==> config.mk <==
export PLATFORM = sky130hd
export DESIGN_NAME = ICacheFlushTop
export DESIGN_NICKNAME = d
export VERILOG_FILES = /design/src/FlushTypes.sv /design/src/CacheTypes.sv /design/src/FlushCtrlIf.sv /design/src/FenceReplayQueue.sv /design/src/CacheFlushManagementUnit.sv /design/src/ICacheTagArray.sv /design/src/ICacheFlushTop.sv
export VERILOG_INCLUDE_DIRS = /design/src
export SDC_FILE = /design/constraint.sdc
export NUM_CORES = 1
export LEC_CHECK = 0
export BUFFER_PORTS_ARGS = -buffer_cell sky130_fd_sc_hd__buf_2
export CORE_MARGIN = 8
export CORE_UTILIZATION = 40
export CTS_BUF_LIST = sky130_fd_sc_hd__clkbuf_4 sky130_fd_sc_hd__clkbuf_8 sky130_fd_sc_hd__clkbuf_16
export DETAILED_ROUTE_END_ITERATION = 8
export GPL_ROUTABILITY_DRIVEN = 1
export GPL_TIMING_DRIVEN = 0
export HOLD_SLACK_MARGIN = 0.02
export PLACE_DENSITY = 0.69
export SYNTH_ARGS = -nofsm -noshare
export SYNTH_HDL_FRONTEND = slang
export SYNTH_SLANG_ARGS = --single-unit
==> constraint.sdc <==
create_clock -name clock -period 2.9 [get_ports clock]
set_clock_uncertainty 0.2 [all_clocks]
set_input_delay 0.29 -clock clock [delete_from_list [all_inputs] [get_ports clock]]
set_output_delay 0.29 -clock clock [all_outputs]
set_load 0.03 [all_outputs]
==> src/icache_params.svh <==
/*
 * Instruction cache geometry and replay queue sizing macros
 */
`ifndef ICACHE_PARAMS_SVH
`define ICACHE_PARAMS_SVH

// Direct-mapped geometry over a 16-bit byte address
`define ICACHE_INDEX_BITS  4
`define ICACHE_LINES       (1 << `ICACHE_INDEX_BITS)
`define ICACHE_TAG_BITS    8
`define ICACHE_OFFSET_BITS 4

// Pending fence.i operations
`define REPLAY_DEPTH       4
`define FENCE_ID_BITS      4

`endif

==> src/FlushTypes.sv <==
/*
 * Flush path types
 * Sequencer phase encoding, fence identifier, replay queue entry
 */
`default_nettype none

`include "icache_params.svh"

package FlushTypes;

    // Phases of the flush management unit
    typedef enum logic [1:0] {
        PHASE_FREE         = 2'd0,  // No flush in flight
        PHASE_SEND_REQUEST = 2'd1,  // Waiting for the cache to accept
        PHASE_PROCESSING   = 2'd2,  // Cache walk in progress
        PHASE_WAITING      = 2'd3   // Waiting for the re-issued fence
    } CacheFlushPhase;

    typedef logic [`FENCE_ID_BITS-1:0] FenceId;

    // One slot of the replay queue
    typedef FenceId ReplayEntry;

endpackage

`default_nettype wire

==> src/CacheTypes.sv <==
/*
 * Instruction cache types
 * Address fields, tag entry, address decode helpers
 */
`default_nettype none

`include "icache_params.svh"

package CacheTypes;

    typedef logic [`ICACHE_TAG_BITS+`ICACHE_INDEX_BITS+`ICACHE_OFFSET_BITS-1:0] ICacheAddr;
    typedef logic [`ICACHE_INDEX_BITS-1:0] ICacheIndex;
    typedef logic [`ICACHE_TAG_BITS-1:0]   ICacheTag;

    typedef struct packed {
        logic     valid;
        ICacheTag tag;
    } TagEntry;

    // Line index sits right above the byte offset
    function automatic ICacheIndex getIndex(input ICacheAddr addr);
        return addr[`ICACHE_OFFSET_BITS +: `ICACHE_INDEX_BITS];
    endfunction

    function automatic ICacheTag getTag(input ICacheAddr addr);
        return addr[`ICACHE_OFFSET_BITS + `ICACHE_INDEX_BITS +: `ICACHE_TAG_BITS];
    endfunction

endpackage

`default_nettype wire

==> src/FlushCtrlIf.sv <==
/*
 * Flush handshake between the flush manager and the instruction cache
 */
`timescale 1ns/1ps
`default_nettype none

interface FlushCtrlIf;

    logic icFlushReq;       // Manager pulse that starts a flush
    logic icFlushReqAck;    // High while the cache can accept a flush
    logic icFlushComplete;  // Cache pulse at the end of the walk
    logic flushComplete;    // High while the manager is waiting

    modport manager (
        output icFlushReq,
        output flushComplete,
        input  icFlushReqAck,
        input  icFlushComplete
    );

    modport cache (
        input  icFlushReq,
        input  flushComplete,
        output icFlushReqAck,
        output icFlushComplete
    );

endinterface

`default_nettype wire

==> src/FenceReplayQueue.sv <==
/*
 * Replay queue for pending fence.i operations
 * Starts a flush per entry, re-issues the fence on completion, retires it
 */
`timescale 1ns/1ps
`default_nettype none

`include "icache_params.svh"

module FenceReplayQueue (
    input  logic               clock,
    input  logic               reset,
    input  logic               fenceIssue,
    input  FlushTypes::FenceId fenceId,
    output logic               fenceQueueFull,
    output logic               cacheFlushReq,
    input  logic               cacheFlushComplete,
    output logic               flushBusy,
    output logic               fenceRetire,
    output FlushTypes::FenceId retireId
);

    import FlushTypes::*;

    localparam int PtrBits   = $clog2(`REPLAY_DEPTH);
    localparam int CountBits = $clog2(`REPLAY_DEPTH + 1);

    typedef enum logic [1:0] {
        QUEUE_IDLE,
        QUEUE_REQUEST,
        QUEUE_WAIT,
        QUEUE_REISSUE
    } ReplayState;

    ReplayEntry           entries [`REPLAY_DEPTH];
    logic [PtrBits-1:0]   headPtr;
    logic [PtrBits-1:0]   tailPtr;
    logic [CountBits-1:0] entryCount;
    ReplayState           state;
    ReplayState           nextState;
    logic                 push;
    logic                 pop;

    assign fenceQueueFull = (entryCount == CountBits'(`REPLAY_DEPTH));
    assign push           = fenceIssue && !fenceQueueFull;
    assign pop            = (state == QUEUE_REISSUE);

    // Flush request first, then the re-issue pulse together with retire
    assign cacheFlushReq = (state == QUEUE_REQUEST) || (state == QUEUE_REISSUE);
    assign fenceRetire   = (state == QUEUE_REISSUE);
    assign flushBusy     = (state != QUEUE_IDLE);
    assign retireId      = entries[headPtr];

    always_comb begin
        nextState = state;
        case (state)
            QUEUE_IDLE: begin
                if (entryCount != '0) begin
                    nextState = QUEUE_REQUEST;
                end
            end
            QUEUE_REQUEST: nextState = QUEUE_WAIT;
            QUEUE_WAIT: begin
                if (cacheFlushComplete) begin
                    nextState = QUEUE_REISSUE;
                end
            end
            default: nextState = QUEUE_IDLE;
        endcase
    end

    always_ff @(posedge clock) begin
        if (reset) begin
            state      <= QUEUE_IDLE;
            headPtr    <= '0;
            tailPtr    <= '0;
            entryCount <= '0;
        end else begin
            state <= nextState;
            if (push) begin
                tailPtr <= (tailPtr == PtrBits'(`REPLAY_DEPTH - 1)) ? '0 : tailPtr + 1'b1;
            end
            if (pop) begin
                headPtr <= (headPtr == PtrBits'(`REPLAY_DEPTH - 1)) ? '0 : headPtr + 1'b1;
            end
            // Simultaneous push and pop leave the count unchanged
            if (push && !pop) begin
                entryCount <= entryCount + 1'b1;
            end else if (pop && !push) begin
                entryCount <= entryCount - 1'b1;
            end
        end
    end

    // Fence id storage
    always_ff @(posedge clock) begin
        if (push) begin
            entries[tailPtr] <= fenceId;
        end
    end

endmodule

`default_nettype wire

==> src/CacheFlushManagementUnit.sv <==
/*
 * Cache flush management unit
 * Four-phase sequencer between the replay queue and the instruction cache
 */
`timescale 1ns/1ps
`default_nettype none

module CacheFlushManagementUnit (
    input  logic       clock,
    input  logic       reset,
    input  logic       cacheFlushReq,
    output logic       cacheFlushComplete,
    FlushCtrlIf.manager flushCtrl
);

    import FlushTypes::*;

    CacheFlushPhase phase;
    CacheFlushPhase nextPhase;

    // Remembers the cache completion pulse while processing
    logic icDoneSeen;
    logic nextIcDoneSeen;

    logic icFlushReq;
    logic waitingLevel;

    always_comb begin
        nextPhase      = phase;
        nextIcDoneSeen = icDoneSeen;
        icFlushReq     = 1'b0;
        waitingLevel   = 1'b0;

        case (phase)
            PHASE_FREE: begin
                if (cacheFlushReq) begin
                    nextPhase = PHASE_SEND_REQUEST;
                end
            end
            PHASE_SEND_REQUEST: begin
                // Hold here until the cache can take the request
                if (flushCtrl.icFlushReqAck) begin
                    icFlushReq     = 1'b1;
                    nextIcDoneSeen = 1'b0;
                    nextPhase      = PHASE_PROCESSING;
                end
            end
            PHASE_PROCESSING: begin
                if (flushCtrl.icFlushComplete) begin
                    nextIcDoneSeen = 1'b1;
                end
                // Move on once the completion pulse has been registered
                if (icDoneSeen) begin
                    nextPhase = PHASE_WAITING;
                end
            end
            PHASE_WAITING: begin
                waitingLevel = 1'b1;
                // Second request is the re-issued fence
                if (cacheFlushReq) begin
                    nextPhase = PHASE_FREE;
                end
            end
            default: begin
                nextPhase = PHASE_FREE;
            end
        endcase
    end

    // Cache side
    assign flushCtrl.icFlushReq    = icFlushReq;
    assign flushCtrl.flushComplete = waitingLevel;

    // Replay queue side
    assign cacheFlushComplete = waitingLevel;

    always_ff @(posedge clock) begin
        if (reset) begin
            phase <= PHASE_FREE;
        end else begin
            phase <= nextPhase;
        end
    end

    always_ff @(posedge clock) begin
        if (reset) begin
            icDoneSeen <= 1'b0;
        end else begin
            icDoneSeen <= nextIcDoneSeen;
        end
    end

endmodule

`default_nettype wire

==> src/ICacheTagArray.sv <==
/*
 * Direct-mapped instruction cache tag array
 * Lookup, line fill, fill blocking during flush
 * Invalidation walk of one line per cycle
 */
`timescale 1ns/1ps
`default_nettype none

`include "icache_params.svh"

module ICacheTagArray (
    input  logic                  clock,
    input  logic                  reset,
    input  logic                  lookupValid,
    input  CacheTypes::ICacheAddr lookupAddr,
    output logic                  lookupDone,
    output logic                  lookupHit,
    input  logic                  fillValid,
    input  CacheTypes::ICacheAddr fillAddr,
    output logic                  fillReady,
    FlushCtrlIf.cache             flushCtrl
);

    import CacheTypes::*;

    localparam ICacheIndex LastIndex = ICacheIndex'(`ICACHE_LINES - 1);

    TagEntry    tagArray [`ICACHE_LINES];
    TagEntry    lookupEntry;
    logic       walking;
    ICacheIndex walkIndex;
    logic       walkDone;
    logic       fillBlocked;
    logic       fillWrite;

    // Fills are refused from the flush request until the manager releases us
    assign fillReady = !(fillBlocked || flushCtrl.icFlushReq);
    assign fillWrite = fillValid && fillReady;

    assign flushCtrl.icFlushReqAck   = !walking;
    assign flushCtrl.icFlushComplete = walkDone;

    assign lookupEntry = tagArray[getIndex(lookupAddr)];

    // Invalidation walk starting the cycle after the request
    always_ff @(posedge clock) begin
        if (reset) begin
            walking   <= 1'b0;
            walkIndex <= '0;
            walkDone  <= 1'b0;
        end else begin
            walkDone <= 1'b0;
            if (flushCtrl.icFlushReq) begin
                walking   <= 1'b1;
                walkIndex <= '0;
            end else if (walking) begin
                walkIndex <= walkIndex + ICacheIndex'(1);
                if (walkIndex == LastIndex) begin
                    walking  <= 1'b0;
                    walkDone <= 1'b1;
                end
            end
        end
    end

    // Set on request and cleared once flushComplete is seen
    always_ff @(posedge clock) begin
        if (reset) begin
            fillBlocked <= 1'b0;
        end else if (flushCtrl.icFlushReq) begin
            fillBlocked <= 1'b1;
        end else if (flushCtrl.flushComplete) begin
            fillBlocked <= 1'b0;
        end
    end

    // Tag storage
    always_ff @(posedge clock) begin
        if (reset) begin
            for (int i = 0; i < `ICACHE_LINES; i++) begin
                tagArray[i].valid <= 1'b0;
            end
        end else if (walking) begin
            tagArray[walkIndex].valid <= 1'b0;
        end else if (fillWrite) begin
            tagArray[getIndex(fillAddr)] <= '{valid: 1'b1, tag: getTag(fillAddr)};
        end
    end

    // Lookup result one cycle after the request
    always_ff @(posedge clock) begin
        if (reset) begin
            lookupDone <= 1'b0;
            lookupHit  <= 1'b0;
        end else begin
            lookupDone <= lookupValid;
            lookupHit  <= lookupValid && lookupEntry.valid &&
                          (lookupEntry.tag == getTag(lookupAddr));
        end
    end

endmodule

`default_nettype wire

==> src/ICacheFlushTop.sv <==
/*
 * Instruction cache flush subsystem top level
 * Replay queue, flush manager and tag array
 */
`timescale 1ns/1ps
`default_nettype none

module ICacheFlushTop (
    input  logic                  clock,
    input  logic                  reset,
    input  logic                  fenceIssue,
    input  FlushTypes::FenceId    fenceId,
    output logic                  fenceQueueFull,
    output logic                  fenceRetire,
    output FlushTypes::FenceId    retireId,
    output logic                  flushBusy,
    input  logic                  lookupValid,
    input  CacheTypes::ICacheAddr lookupAddr,
    output logic                  lookupDone,
    output logic                  lookupHit,
    input  logic                  fillValid,
    input  CacheTypes::ICacheAddr fillAddr,
    output logic                  fillReady
);

    // Queue to manager
    logic cacheFlushReq;
    logic cacheFlushComplete;

    FlushCtrlIf flushCtrl ();

    FenceReplayQueue replayQueue (
        .clock              (clock),
        .reset              (reset),
        .fenceIssue         (fenceIssue),
        .fenceId            (fenceId),
        .fenceQueueFull     (fenceQueueFull),
        .cacheFlushReq      (cacheFlushReq),
        .cacheFlushComplete (cacheFlushComplete),
        .flushBusy          (flushBusy),
        .fenceRetire        (fenceRetire),
        .retireId           (retireId)
    );

    CacheFlushManagementUnit flushManager (
        .clock              (clock),
        .reset              (reset),
        .cacheFlushReq      (cacheFlushReq),
        .cacheFlushComplete (cacheFlushComplete),
        .flushCtrl          (flushCtrl.manager)
    );

    ICacheTagArray tagArray (
        .clock       (clock),
        .reset       (reset),
        .lookupValid (lookupValid),
        .lookupAddr  (lookupAddr),
        .lookupDone  (lookupDone),
        .lookupHit   (lookupHit),
        .fillValid   (fillValid),
        .fillAddr    (fillAddr),
        .fillReady   (fillReady),
        .flushCtrl   (flushCtrl.cache)
    );

endmodule

`default_nettype wire

==> results.toml, run 1 <==
[yosys]
synth.most_common_cell = "edfxtp_1"
syn_avg_cell_area_sq_um = 15.54
synth_edf_count = 160
yosys_register_bits = 183
postSynthCellCount = 507
syn-num-nets = 565
async_flop_share_pct = 0
synthTopCellsByArea = "edfxtp_1, mux4_2, dfxtp_1"
synth_common_cells = "edfxtp_1, nor2_1, nand2_1"
ys_seq_area_share_pct = 66.81
netlist.top_cell.by_area = "edfxtp_1"
synth.distinct_cells = 45
ys.flop_type = "edfxtp_1"
ys_warn_count = 0
synthDominantCellAreaShare_pct = 60.97
syn_area_sq_um = 7880

[timing]
finalSetupViolCount = 0
tightestPinTransition_ns = 0.8392
slew_viol_final = 0
max_freq_mhz = 346.7
hold_viol_final = 0
rsz0062_at_grt = "yes"
finalSetupTns_ns = 0
min_period_ns = 2.884
min_period_over_period_pct = 99.45
relSlewSlack_pct = 44.05

[global_routing]
antenna_found_initial = 0
top_usage_layer = "met2"
first_global_vias = 4755
grt-ovfl-total = 0
grt_max_degree = 19
grtUsageMet3_pct = 4.440
grt_pass1_wl_um = 26710
grt_usage_pct = 14.79
gr-usage-met1_pct = 18.80
gr-usage-met2_pct = 23.18

[clock_network]
htree_num_levels = 4
cts_buffers = 17
root_buffer = "clkbuf_16"
cts.sinks = 183
clock_path_buffers = 2
clk_latency_ns = 0.43
clk_pin_slew_ns = 0.07
cts_tree = "done"

[job]
drv_cap = 0

[layout]
fin_cells = 864
finalNetCount = 643
areaGrowthSynthToFinish_pct = 19.37
layout-drive-gt1-share_pct = 25.25

[drt]
via_per_inst = 5.314
vias = 4591
avgRoutedWirePerCell_um = 20.32
drc = 0
drt-pass1-iter-count = 6
ant_nets = 0
routed_wl_um = 17560
drt-initial-drc-count = 341

[worst_setup_path]
cp_max_fo = 9
cp.arrival_ns = 2.75
crit_type = "reg2reg"
cp-end-kind = "flop"
crit_required_ns = 2.77
cp-start-kind = "flop"

[pwr]
leakage_nw = 3.334
powerDensity_nw_per_um2 = 684.2
ir_drop_uv = 434.9
power_mw = 6.436

[floorplanning]
start_util_pct = 40.62
dieArea_sq_um = 24450
num_io_pins = 51
fp.dieH_um = 156.4
core-area_sq_um = 19400
die_w_um = 156.4
row_count = 51

[placement]
place_congestion = 0.8184
port-buffer-count = 38
dp_cells = 814
place_hpwl_um = 11650

[outcome]
status = "finished clean"

[min_path]
hold_class = "in2reg"
-- through the flow --
step                      area, sq um  utilization, %  worst slack, ns  hold WS (ns)
final                            9407           48.49          0.01591       0.04300
after global routing             9404           48.48          -0.1197       0.08235
after CTS                        9321           48.05          -0.1159       0.02287
after detailed placement         8467           43.65          -0.9395        0.2823
after global placement           8402           43.31           -1.383        0.2714
after floorplan                  7880               -          0.07355        0.1889
-- timing repair --
action	CTS	global route
resized for setup	26	3
pin swaps	3	4
setup endpoints to repair	163	99
hold buffers	6	0
endpoints found under the hold margin	18	0
buffers inserted	7	5
gates cloned	0	0
-- state kept, by name (all words and copies together) (netlist names), named ones only --
| register | count |
|---|---|
| flushManager.icDoneSeen | 1 |
| flushManager.phase | 2 |
| replayQueue.entries | 16 |
| replayQueue.entryCount | 3 |
| replayQueue.headPtr | 2 |
| replayQueue.state | 2 |
| replayQueue.tailPtr | 2 |
| tagArray.fillBlocked | 1 |
| tagArray.flushCtrl.icFlushComplete | 1 |
| tagArray.lookupDone | 1 |
| tagArray.lookupHit | 1 |
| tagArray.tagArray | 144 |
| tagArray.walkIndex | 4 |
| tagArray.walking | 1 |
-- logic make-up (layout without fill, tap and decap cells) --
family	count (synthesis)	count (layout)	share of synthesized area, %
AOI/OAI and AO/OA	37	37	3.319
other	0	1	0
and+or+nand+nor	150	150	8.924
xor gates and xnor gates	11	11	1.223
DFF	183	183	66.81
buffers and inverters	44	135	2.413
adders and majority gates	17	17	2.795
muxes	65	65	14.51
-- worst max-delay path, cell delays in order (launching register included) --
cell and delay (ns):
dfxtp_1 0.39, inv_1 0.10, ha_1 0.27, nor2_2 0.17
and3_1 0.17, clkbuf_1 0.16, nand3b_1 0.40, nor2_2 0.64
-- final cells by class --
class                   instances  area, sq um
repair buffers                 60        447.9
clock buffers                  17        425.4
diodes                          1        2.502
clock inverters                15        191.4
inverters                      18        67.56
multi-input cells             280         2552
well taps                     265        331.6
flip-flops and latches        183         5265
fillers                      1649         9992
plain buffers                  25        122.6
-- layout by cell type, fill, tap and decap left out, types with 4 or more instances in the layout --
master           n
nand2b_1         6
nor2b_1          6
nor2_2           4
a21o_1           4
buf_2           46
xor2_1           6
nor3_1          12
mux4_1           7
edfxtp_1       160
buf_6            5
nand3b_1         5
a21oi_1         10
o21ai_0          4
or3_1            5
nor2_1          36
nand2_1         40
dfxtp_1         23
clkbuf_1         9
mux4_2          30
and2_1          12
buf_12           5
buf_4            9
ha_1            16
mux2i_1         25
nor2_4           9
buf_1            4
inv_1           18
clkbuf_16       17
xnor2_1          5
dlygate4sd3_1    6
nand3_1          5
nor3_4           4
-- metal layers --
layer,part of all wire (%),routed length [um],vias up
met5,0,0,-
met4,2.3,408,0
met3,6.8,1198,29
met2,48,8369,182
met1,43,7581,2294
li1,-,-,2086
-- report_power, final --
group	internal (mW)	total (mW)	switching, mW	leakage (nW)
logic	0.365	0.962	0.598	1.35
registers	3.02	3.11	0.0854	1.68
clock network	1.31	2.36	1.06	0.298
total	4.70	6.44	1.74	3.33
-- worst paths after layout --
kind / start / to / slack (ns) / cells after the start
worst max-delay path: flushManager.phase[1] / tagArray.tagArray[10][6] / 0.02 / 7
worst min-delay path: lookupAddr[15] / tagArray.lookupHit / 0.04 / 3
worst max register to register: flushManager.phase[1] / tagArray.tagArray[10][6] / 0.02 / 7
worst min register to register: tagArray.fillBlocked / tagArray.fillBlocked / 0.29 / 2
(Power assumes the default switching activity.)
==> run 2, diff against run 1 <==
CORE_UTILIZATION = 43   (was 40)
PLACE_DENSITY = 0.72   (was 0.69)
SYNTH_HIERARCHICAL = 1   (was default)
TNS_END_PERCENT = 100   (was default)
==> run 2 against run 1 <==
Net effect:
- clock power is 4% lower
- clock-buffer cell count is 1 higher
- synthesized area is 2.4% higher
- critical endpoint is now tagArray/tagArray[13][4]
- largest cell class unchanged
==> results.toml, run 2 <==
[outcome]
status = "finished clean"

[yosys]
synth_edf_count = 160
ys_warn_count = 6
synthXorXnorAreaFrac_pct = 1.954
synth-simple-area-share_pct = 7.815
synth_top_family_by_area = "multiplexers"
netlist.top_cell.by_area = "edfxtp_1"
async_flop_share_pct = 0
synthDominantCellAreaShare_pct = 59.54
synth_common_cells = "edfxtp_1, nor2_1, mux2i_1"
synthMuxAreaShare_pct = 12.47
ys_seq_area_share_pct = 65.25
syn-num-nets = 574
syn_avg_cell_area_sq_um = 15.64
postSynthCellCount = 516
synth_compound_area_share_pct = 6.109
synth.distinct_cells = 68
synth_fa_ha_area_share_pct = 2.729
synth.most_common_cell = "edfxtp_1"
syn_area_sq_um = 8069
ys.flop_type = "edfxtp_1"
synthTopCellsByArea = "edfxtp_1, dfxtp_1, mux4_2"
yosys_register_bits = 183

[clock_network]
cts_buffers = 17
root_buffer = "clkbuf_16"
clk_latency_ns = 0.42
cts.sinks = 183
clk_pin_slew_ns = 0.07
clock_path_buffers = 2
htree_num_levels = 4
cts_tree = "done"

[placement]
dp_slack_ns = -1.016
port-buffer-count = 41
place_hpwl_um = 11250
place_area_sq_um = 8577
place_congestion = 0.7960

[drt]
drt-pass1-iter-count = 4
vias = 4814
avgRoutedWirePerCell_um = 20.92
via_per_inst = 5.552
routed_wl_um = 18130
drc = 0
drt-initial-drc-count = 299
ant_nets = 0

[global_routing]
antenna_found_initial = 2
grt-ovfl-total = 0
grt_max_degree = 17
grt_usage_pct = 15.65
grt_pass1_wl_um = 27930
first_global_vias = 4988

[layout]
layout-drive-gt1-share_pct = 32.23
fillCellCount = 1422
largest_registers = "tagArray/tagArray x144, replayQueue/entries x16, tagArray/walkIndex x4"
stdcell_area_sq_um = 9887
num_antenna_cells = 0
final_common_cell = "edfxtp_1"
areaGrowthSynthToFinish_pct = 22.53
ff_latch_area_sq_um = 5268
multi_input_area_sq_um = 2666
largest_register_ff_count = 144
largest-register = "tagArray/tagArray"
layout_common_cells = "edfxtp_1, buf_2, nor2_1"
finalNetCount = 679

[pwr]
powerDensity_nw_per_um2 = 691.6
leakage_nw = 3.542
power_mw = 6.838
ir_drop_uv = 445.3

[worst_setup_path]
cp-end-kind = "flop"
crit_type = "reg2reg"
cp_max_fo = 8
crit_required_ns = 2.83
cp.arrival_ns = 2.75
rrSetupSlack_ns = 0.08
cp-start-kind = "flop"
r2r_cells = 13

[floorplanning]
die_w_um = 153.0
core-area_sq_um = 18580
start_util_pct = 43.43
num_io_pins = 51
row_count = 50
fp.dieH_um = 153.0
dieArea_sq_um = 23400

[timing]
tightestPinTransition_ns = 0.5742
max_freq_mhz = 355.1
min_period_ns = 2.816
hold_viol_final = 0
fin_ws_ns = 0.08384
min_period_over_period_pct = 97.11
finalSetupViolCount = 0
slew_viol_final = 0
relSlewSlack_pct = 61.38

[min_path]
hold_depth = 3
hold_class = "in2reg"

[job]
drv_cap = 0
[run 2: critical path, stage by stage, from the launching register on]
cell	delay (ns)
dfxtp_2	0.33
inv_2	0.05
ha_2	0.19
nand2_1	0.10
inv_2	0.06
or2_4	0.26
nor4b_4	0.29
buf_4	0.16
buf_2	0.13
buf_4	0.12
o211ai_1	0.12
buf_4	0.21
nor2_4	0.14
buf_12	0.15
[run 2: logic make-up (layout without fill, tap and decap cells)]
kind of cell | Yosys count | in the layout
xor gates and xnor gates | 18 | 18
buffers and inverters | 47 | 164
adders and majority gates | 17 | 17
and+or+nand+nor | 116 | 116
muxes | 69 | 69
DFF | 183 | 183
AOI/OAI and AO/OA | 66 | 66
[run 2: what timing repair did]
action                     in CTS  in global routing
hold buffers                    7                  0
hold endpoints to repair       21                  0
cloned                          2                  1
gates resized for setup        53                  8
pin swaps                      17                  5
setup buffers                  33                  4
setup endpoints to repair     288                153
[run 2: cell type report]
cell class / instances / share of cell area, %
well taps: 234 / 2.961
clock buffers: 18 / 4.379
plain buffers: 24 / 2.417
multi-input cells: 286 / 26.97
flip-flops and latches: 183 / 53.28
inverters: 21 / 1.063
repair buffers: 88 / 7.479
clock inverters: 13 / 1.455
[run 2: power breakdown]
group,total (mW),switching (mW),internal (mW)
Sequential,3.16,0.104,3.06
Combinational,1.41,0.817,0.597
Clock,2.26,0.975,1.29
[run 2: through the flow]
stage / TNS (ns) / instances / util (%) / hold slack, ns
6_report: 0 / 867 / 53.21 / 0.09982
5_1_grt: -1.164 / 867 / 53.21 / 0.1266
4_1_cts: 0 / 862 / 52.92 / 0.07757
3_5_place_dp: -125.64 / 791 / 46.16 / 0.2932
3_3_place_gp: -89.61 / 791 / 46.16 / 0.2777
2_1_floorplan: -3.068 / 516 / - / 0.1546
[run 2: path summary, 6_finish.rpt]
check,from,endpoint
setup / recovery,flushManager/phase[1],tagArray/tagArray[13][4]
hold / removal,lookupAddr[8],tagArray/lookupHit
setup reg to reg,flushManager/phase[1],tagArray/tagArray[13][4]
hold reg to reg,replayQueue/entryCount[2],replayQueue/entryCount[2]
[run 2: routing by layer]
| metal | global-route usage [%] | vias up | share of wire (%) |
|---|---|---|---|
| met5 | 0 | - | 0.14 |
| met4 | 6.315 | 4 | 2.8 |
| met3 | 3.580 | 45 | 4.3 |
| met2 | 27.09 | 128 | 51 |
| met1 | 18.57 | 2447 | 42 |
| li1 | - | 2190 | - |
==> run 3, diff against run 2 <==
CORE_ASPECT_RATIO = 0.9   (was default)
==> run 3 against run 2 <==
Net effect:
- clock-buffer cell count is 1 lower
- clock power hardly changed
- critical path depth is 4 lower
- maximum frequency is 0.70% lower
- sequential power hardly changed
- core utilization is 0.41 points higher
- design area is 0.16% lower
==> results.toml, run 3 (synthesis gave the netlist of run 2 again) <==
[floorplanning]
row_count = 47
dieArea_sq_um = 23410
num_io_pins = 51
start_util_pct = 43.84
die_w_um = 160.4
fp.dieH_um = 146.0
core-area_sq_um = 18410

[worst_setup_path]
worstPathCellList = "inv_2 -> ha_4 -> nand2_1 -> inv_2 -> or2_4 -> nor4b_4 -> or3b_4 -> o31a_1 -> o21bai_1"
crit_type = "reg2reg"
critPathMostFrequentCell = "inv_2"
rrSetupSlack_ns = 0.06
crit_slowest_cell = "or3b_4"
crit_required_ns = 2.80
cp-end-kind = "flop"
cp-start-kind = "flop"
cpPeakStageDelay_ns = 0.53
cp.arrival_ns = 2.73
cp_max_fo = 9

[clock_network]
cts.sinks = 183
htree_num_levels = 4
clock_path_buffers = 2
root_buffer = "clkbuf_16"
clk_latency_ns = 0.42
cts_tree = "done"
clk_pin_slew_ns = 0.07
cts_buffers = 17

[timing]
hold_ws_ns = 0.1895
finalSetupViolCount = 0
max_freq_mhz = 352.6
hold_viol_final = 0
tightestPinTransition_ns = 0.6739
relSlewSlack_pct = 54.67
finalSetupTns_ns = 0
min_period_over_period_pct = 97.80
rsz0062_at_grt = "no"
slew_viol_final = 0
min_period_ns = 2.836

[layout]
layout-drive-gt1-share_pct = 31.79
largest-register = "tagArray/tagArray"
final_common_cell = "edfxtp_1"
fin_util_pct = 53.63
fin_cells = 872
areaGrowthSynthToFinish_pct = 22.33
layout_common_cells = "edfxtp_1, buf_2, nor2_1"
finalNetCount = 671
largest_register_ff_count = 144
stdcell_area_sq_um = 9871
largest_registers = "tagArray/tagArray x144, replayQueue/entries x16, tagArray/walkIndex x4"

[global_routing]
grt-ovfl-total = 0
first_global_vias = 4877
grt_usage_pct = 15.01
grt_pass1_wl_um = 27230
grt_max_degree = 19
antenna_found_initial = 1

[drt]
wl_met2_um = 8989
routed_wl_um = 17600
avgRoutedWirePerCell_um = 20.18
via_per_inst = 5.450
vias = 4752
top_layer_used = "met4"
met3_wirelength_um = 949
wl_met1_um = 7355
drc = 0
ant_nets = 0
drt-pass1-iter-count = 4
drt-initial-drc-count = 425

[pwr]
ir_drop_uv = 349.6
p_comb_share_pct = 20.6
pwr-share-seq_pct = 46.3
leakage_nw = 3.530
internal_power_mw = 4.886
swShare_pct = 28.64
p_sw_mw = 1.961
powerDensity_nw_per_um2 = 693.7
p_clk_share_pct = 33.2

[job]
drv_cap = 0

[placement]
port-buffer-count = 41
dp_cells = 802
place_area_sq_um = 8591
place_hpwl_um = 11340
place_congestion = 0.8380

[min_path]
hold_class = "in2reg"

[outcome]
status = "finished clean"
## run 3: cell types whose count changed in the layout (fill, tap and decap cells not counted), sizes merged
cell / before / now
buf: 98 / 92
clkinv: 6 / 5
diode: 0 / 1
bufinv: 3 / 2
clkbuf: 25 / 22
clkinvlp: 1 / 0
inv: 24 / 29
## run 3: power groups by stage
stage | clock, mW | sequential, mW | combinational, mW
detailed placement | 0 | 3.21 | 1.18
CTS | 2.31 | 3.16 | 1.32
finish | 2.27 | 3.17 | 1.41
global placement | 0 | 3.19 | 1.12
global route | 2.40 | 3.19 | 1.52
floorplan | 0 | 3.18 | 0.887
## run 3: what timing repair did
item	CTS	global route
buffers inserted	24	7
resized for setup	56	9
gates cloned	1	0
pin swaps	18	4
endpoints found under the hold margin	21	0
setup endpoints to repair	288	214
hold buffers	7	0
## run 3: path summary, 6_finish.rpt
| check | start | to | cells after the start |
|---|---|---|---|
| worst max-delay path | flushManager/phase[1] | tagArray/tagArray[3][8] | 9 |
| worst min-delay path | lookupAddr[8] | tagArray/lookupHit | 3 |
| worst max register to register | flushManager/phase[1] | tagArray/tagArray[3][8] | 9 |
| worst min register to register | tagArray/flushCtrl.icFlushComplete | flushManager/icDoneSeen | 2 |
## run 3: routing by layer
layer | vias up | GRT usage (%)
li1 | 2169 | -
met1 | 2402 | 18.32
met2 | 164 | 25.08
met3 | 17 | 3.563
met4 | 0 | 6.303
met5 | - | 0
## run 3: through the flow
stage / setup WS (ns) / power (mW)
finish: 0.06392 / 6.847
floorplan: -0.1045 / 4.066
CTS: 0.008708 / 6.787
detailed placement: -1.001 / 4.390
global route: 0.007748 / 7.111
global placement: -0.9501 / 4.310
## run 3: worst max-delay path: cells and delay by family, from the launching register on
| family | cells | cell delay (ns) |
|---|---|---|
| AND/OR/NAND/NOR | 4 | 1.21 |
| buffers and inverters | 2 | 0.13 |
| adder cells (fa/ha/maj) | 1 | 0.17 |
| flip-flops | 1 | 0.35 |
| AO/OA/AOI/OAI | 2 | 0.45 |
## run 3: cell type report
cell class / count / area (sq um)
Multi-Input combinational cell: 286 / 2684
Buffer: 24 / 239.0
Fill cell: 1395 / 8536
Clock buffer: 17 / 425.4
Antenna cell: 1 / 2.502
Inverter: 21 / 105.1
Tap cell: 245 / 306.5
Timing Repair Buffer: 80 / 681.9
Sequential cell: 183 / 5268
Clock inverter: 15 / 158.9
